**src/hw/mul_pkg.sv**
```systemverilog
`default_nettype none

package mul_pkg;

	parameter int XLEN_DEF = 64;

	// one operand word seen as a doubleword or as two words
	typedef struct packed {
		logic [31:0] hi;
		logic [31:0] lo;
	} op_halves_t;

	typedef union packed {
		logic [63:0] dword;
		op_halves_t  half; // lo used by mulw and for the sign bit
	} op_word_u;

	// bit 0 multiplicand signed, bit 1 multiplier signed
	typedef logic [1:0] sign_sel_t;

	// first pipeline stage, sized for XLEN of 64
	typedef struct packed {
		logic              valid;
		logic              mulw;
		logic [32:0][131:0] pp;   // partial products, already shifted
		logic [32:0]       corr; // +1 for each negated group, weight 1
	} pp_stage_t;

	// one wallace column result
	typedef struct packed {
		logic sum;
		logic carry; // weight of the next column
	} column_out_t;

endpackage

`default_nettype wire

```
**src/hw/csa_column.sv**
```systemverilog
`timescale 1ns/1ps
`default_nettype none

// one product bit position of the wallace tree
module csa_column #(
	parameter int XLEN = mul_pkg::XLEN_DEF
) (
	input  wire logic [XLEN/2:0]   pp_bits,   // bit k of every partial product
	input  wire logic [XLEN/2-2:0] carry_in,  // from column k-1
	output logic      [XLEN/2-2:0] carry_out, // to column k+1
	output mul_pkg::column_out_t   column
);

	localparam int PP_NUM    = XLEN / 2 + 1;
	localparam int CARRY_NUM = PP_NUM - 2;
	localparam int FA_NUM    = PP_NUM - 1;
	localparam int IN_NUM    = CARRY_NUM + PP_NUM + 1; // one zero pad
	localparam int POOL_NUM  = IN_NUM + FA_NUM;

	// bits waiting to be reduced, each adder appends its sum
	logic [POOL_NUM-1:0] pool;
	logic [FA_NUM-1:0]   fa_carry;

	// carries from column k-1 fill the first pool entries
	assign pool[CARRY_NUM-1:0]                = carry_in;
	assign pool[CARRY_NUM+PP_NUM-1:CARRY_NUM] = pp_bits;
	assign pool[IN_NUM-1]                     = 1'b0;

	/*
	 * Adder j takes pool entries 3j..3j+2 and writes its sum to
	 * entry IN_NUM+j. Taking the oldest entries first keeps the
	 * tree balanced, and the last sum left over is the column sum.
	 */
	for (genvar j = 0; j < FA_NUM; j++) begin : gen_fa
		logic a;
		logic b;
		logic c;

		assign a = pool[3*j];
		assign b = pool[3*j+1];
		assign c = pool[3*j+2];

		assign pool[IN_NUM+j] = a ^ b ^ c;
		assign fa_carry[j]    = (a & b) | (a & c) | (b & c);
	end

	assign carry_out    = fa_carry[CARRY_NUM-1:0];
	assign column.carry = fa_carry[FA_NUM-1]; // last adder
	assign column.sum   = pool[POOL_NUM-1];

endmodule

`default_nettype wire

```
**config.mk**
```make
export PLATFORM = sky130hd
export DESIGN_NAME = csa_column
export DESIGN_NICKNAME = d
export VERILOG_FILES = /design/src/hw/mul_pkg.sv /design/src/hw/csa_column.sv
export SDC_FILE = /design/constraint.sdc
export NUM_CORES = 1
export LEC_CHECK = 0
export BUFFER_PORTS_ARGS = -buffer_cell sky130_fd_sc_hd__buf_2
export CAP_MARGIN = 20
export CORE_MARGIN = 5
export CORE_UTILIZATION = 36
export DETAILED_ROUTE_END_ITERATION = 16
export PLACE_DENSITY = 0.85
export SLEW_MARGIN = 20
export SYNTH_ARGS = -nofsm -noshare
export SYNTH_HDL_FRONTEND = slang
export SYNTH_SLANG_ARGS = --single-unit
```
**constraint.sdc**
```tcl
create_clock -name vclk -period 2.77
set_clock_uncertainty 0.1 [all_clocks]
set_input_delay 0.1385 -clock vclk [all_inputs]
set_output_delay 0.1385 -clock vclk [all_outputs]
set_load 0.05 [all_outputs]
```
Yosys cells after proc, flatten, opt, wreduce, memory -nomap -nowiden --
Cells that the tools add are included.
Word-level totals: output and inout port bits 33, input port bits 64, bits in registers 0
Operators by class: bitwise operators 219
Operators with widths (number):
- 1-bit AND | 94
- 1-bit bitwise XOR | 63
- 1-bit OR | 62

Logic depth before layout (Yosys ltp) --
word-level depth 9, mapped depth 6, gate-level depth less buffers 6

Worst setup path after synthesis --
OpenSTA, ideal clock, no wires.
path kind input port to output port, from input carry_in[6], to output column[1] (netlist bit), required time 2.531 ns, data arrival time 2.553 ns, buffers on the path 0, path slack -0.022 ns, stages 6, cell sequence inv_1 > fa_1 > inv_1 > fa_1 > fa_1 > fa_1
RTL lines:
- start: declaration | RTL line csa_column.sv:9 | input wire logic [XLEN/2-2:0] carry_in,
- end: declaration | RTL line csa_column.sv:11 | output mul_pkg::column_out_t column

==> metrics <==
fraction of layout cells with a size suffix above 1 0.519; Cells after Synth 92; Core ar. 2250 um2; cell family with most CP delay adder cells; Pwr Density 757 nW/um2; worst hold-check path type input port to output pin; Initial Util 0.381; leakage 0.937 nW; initial antenna violation count 0; placed inst area 1380 um2; Syn Nets 188; status finished, violations left; CP Cell Sequence buf_2 > inv_1 > fa_1 > inv_1 > fa_1 > fa_1 > fa_2 > buf_6; cell mode on critical path fa_1; relative slew slack 0.826; Worst Hold Path EP carry_out[21]; vias in the first global route 934; failing checks negative setup slack; Setup crit end kind output pin; WL final 2370 um; number of fill cells 211; # DRC 0; DRT iter0 DRCs 10; hold depth 3; post-route cell area 1390 um2; seq_cells 0; Worst path max stage delay 0.55 ns; CP max-delay cell fa_2; Tcrit/Tclk final 1.00; DIE AREA 3460 um2; Max Transition Viols Final 0; postcts setup bufs 0; Synthesis Warnings 0; Total GRT Usage 0.132; Max FO, Critical Path 1; Multi-input gate area 636 um2; final worst slack -0.00979 ns; GR Overflow Total 0; drt via density 4.06; Final Critical Period 2.78 ns; cts-stage hold buffer count 0; Hold Violations, Final 0; CP Class input port to output pin; Post-Syn Area 858 um2; io pins 97; ant diodes 0; Max-cap violations 0; Die W 58.8 um; Critical Path RT 2.53 ns; die height 58.8 um; CLK BUF 0; placed wire-length estimate 2410 um; unrepaired setup endpoints after global routing yes; DP Worst Slack -0.117 ns; RePlAce Congestion 0.732; via count 881; Fmax 0.360 GHz; Seq/Total Area, Yosys 0; buffers and inverters on the worst path 4; Slew @ Worst Pin 0.262 ns; largest net degree at the start of global routing 2; # setup viols final 1; worst hold start pp_bits[32]; antenna viol nets, final 0; Arrival @ worst endpoint 2.54 ns; DR WL/cell 10.9 um; Distinct cells, synth 3; final net count 287; startpoint types input port; IO buf count 97; Max IR drop VDD 1220 uV; register area 0 um2; first-pass GRT wire length 3710 um; FP Rows 17; Avg Cell Area, Syn 9.33 um2; Area Growth Syn to Fin 61.7%; DR pass1 iterations 4
layout make-up:
type | instances | area share
multi-input cells | 32 | 0.458
repair buffers | 97 | 0.354
inverters | 60 | 0.162
well taps | 28 | 0.0252
logic make-up (layout without fill, tap and decap cells):
| group | after synthesis | in the layout | synth area share |
|---|---|---|---|
| adders and majority gates | 32 | 32 | 0.738 |
| buffers and inverters | 60 | 157 | 0.262 |
synthesized netlist by cell type, drive strengths merged:
cell type / count / area [um2]
fa: 31 / 621
inv: 60 / 225
ha: 1 / 12.5
power by group:
part | internal (mW) | switching (mW)
sequential | 0 | 0
combinational | 0.317 | 0.734
clock | 0 | 0
total | 0.317 | 0.734
layout by cell type (no fill, tap or decap):
master and instances:
buf_2 96, inv_1 60, fa_1 30, fa_2 1, ha_1 1, buf_6 1
worst min-delay path, delay by kind of cell:
kind,cells,cell delay [ns]
buf+inv,2,0.33
fa+ha+maj,1,0.12
repair_timing:
| action | in CTS | in global routing |
|---|---|---|
| setup endpoints to repair | 1 | 1 |
| pin swaps | 1 | 2 |
| resized for setup | 2 | 0 |
layer usage:
layer  up-vias  track usage  part of all wire
li1        411            -                 -
met1       431        0.132              0.27
met2        39        0.290              0.63
met3         0       0.0197             0.099
met4         0            0                 0
met5         -            0                 0
worst max path at each step:
stage                 start  slack, ns  depth (start not counted)   endpoint
2_1_floorplan   carry_in[6]       0.08                          6  column[1]
3_3_place_gp     pp_bits[2]       -0.1                          8  column[1]
3_5_place_dp    carry_in[9]      -0.12                          8  column[1]
4_1_cts        carry_in[15]      -0.03                          8  column[1]
5_1_grt        carry_in[15]      -0.09                          8  column[1]
6_report       carry_in[27]      -0.01                          8  column[1]
metrics by stage:
step	TNS [ns]	util	power [mW]	hold WS, ns	std cells
after floorplan	0	-	0.871	0.536	92
after global placement	-0.0972	0.613	0.971	0.628	217
after detailed placement	-0.117	0.613	0.988	0.629	217
after CTS	-0.0312	0.615	1.07	0.630	217
after global routing	-0.0919	0.615	1.13	0.656	217
final	-0.00979	0.615	1.05	0.628	217
(Power assumes the default switching activity.)
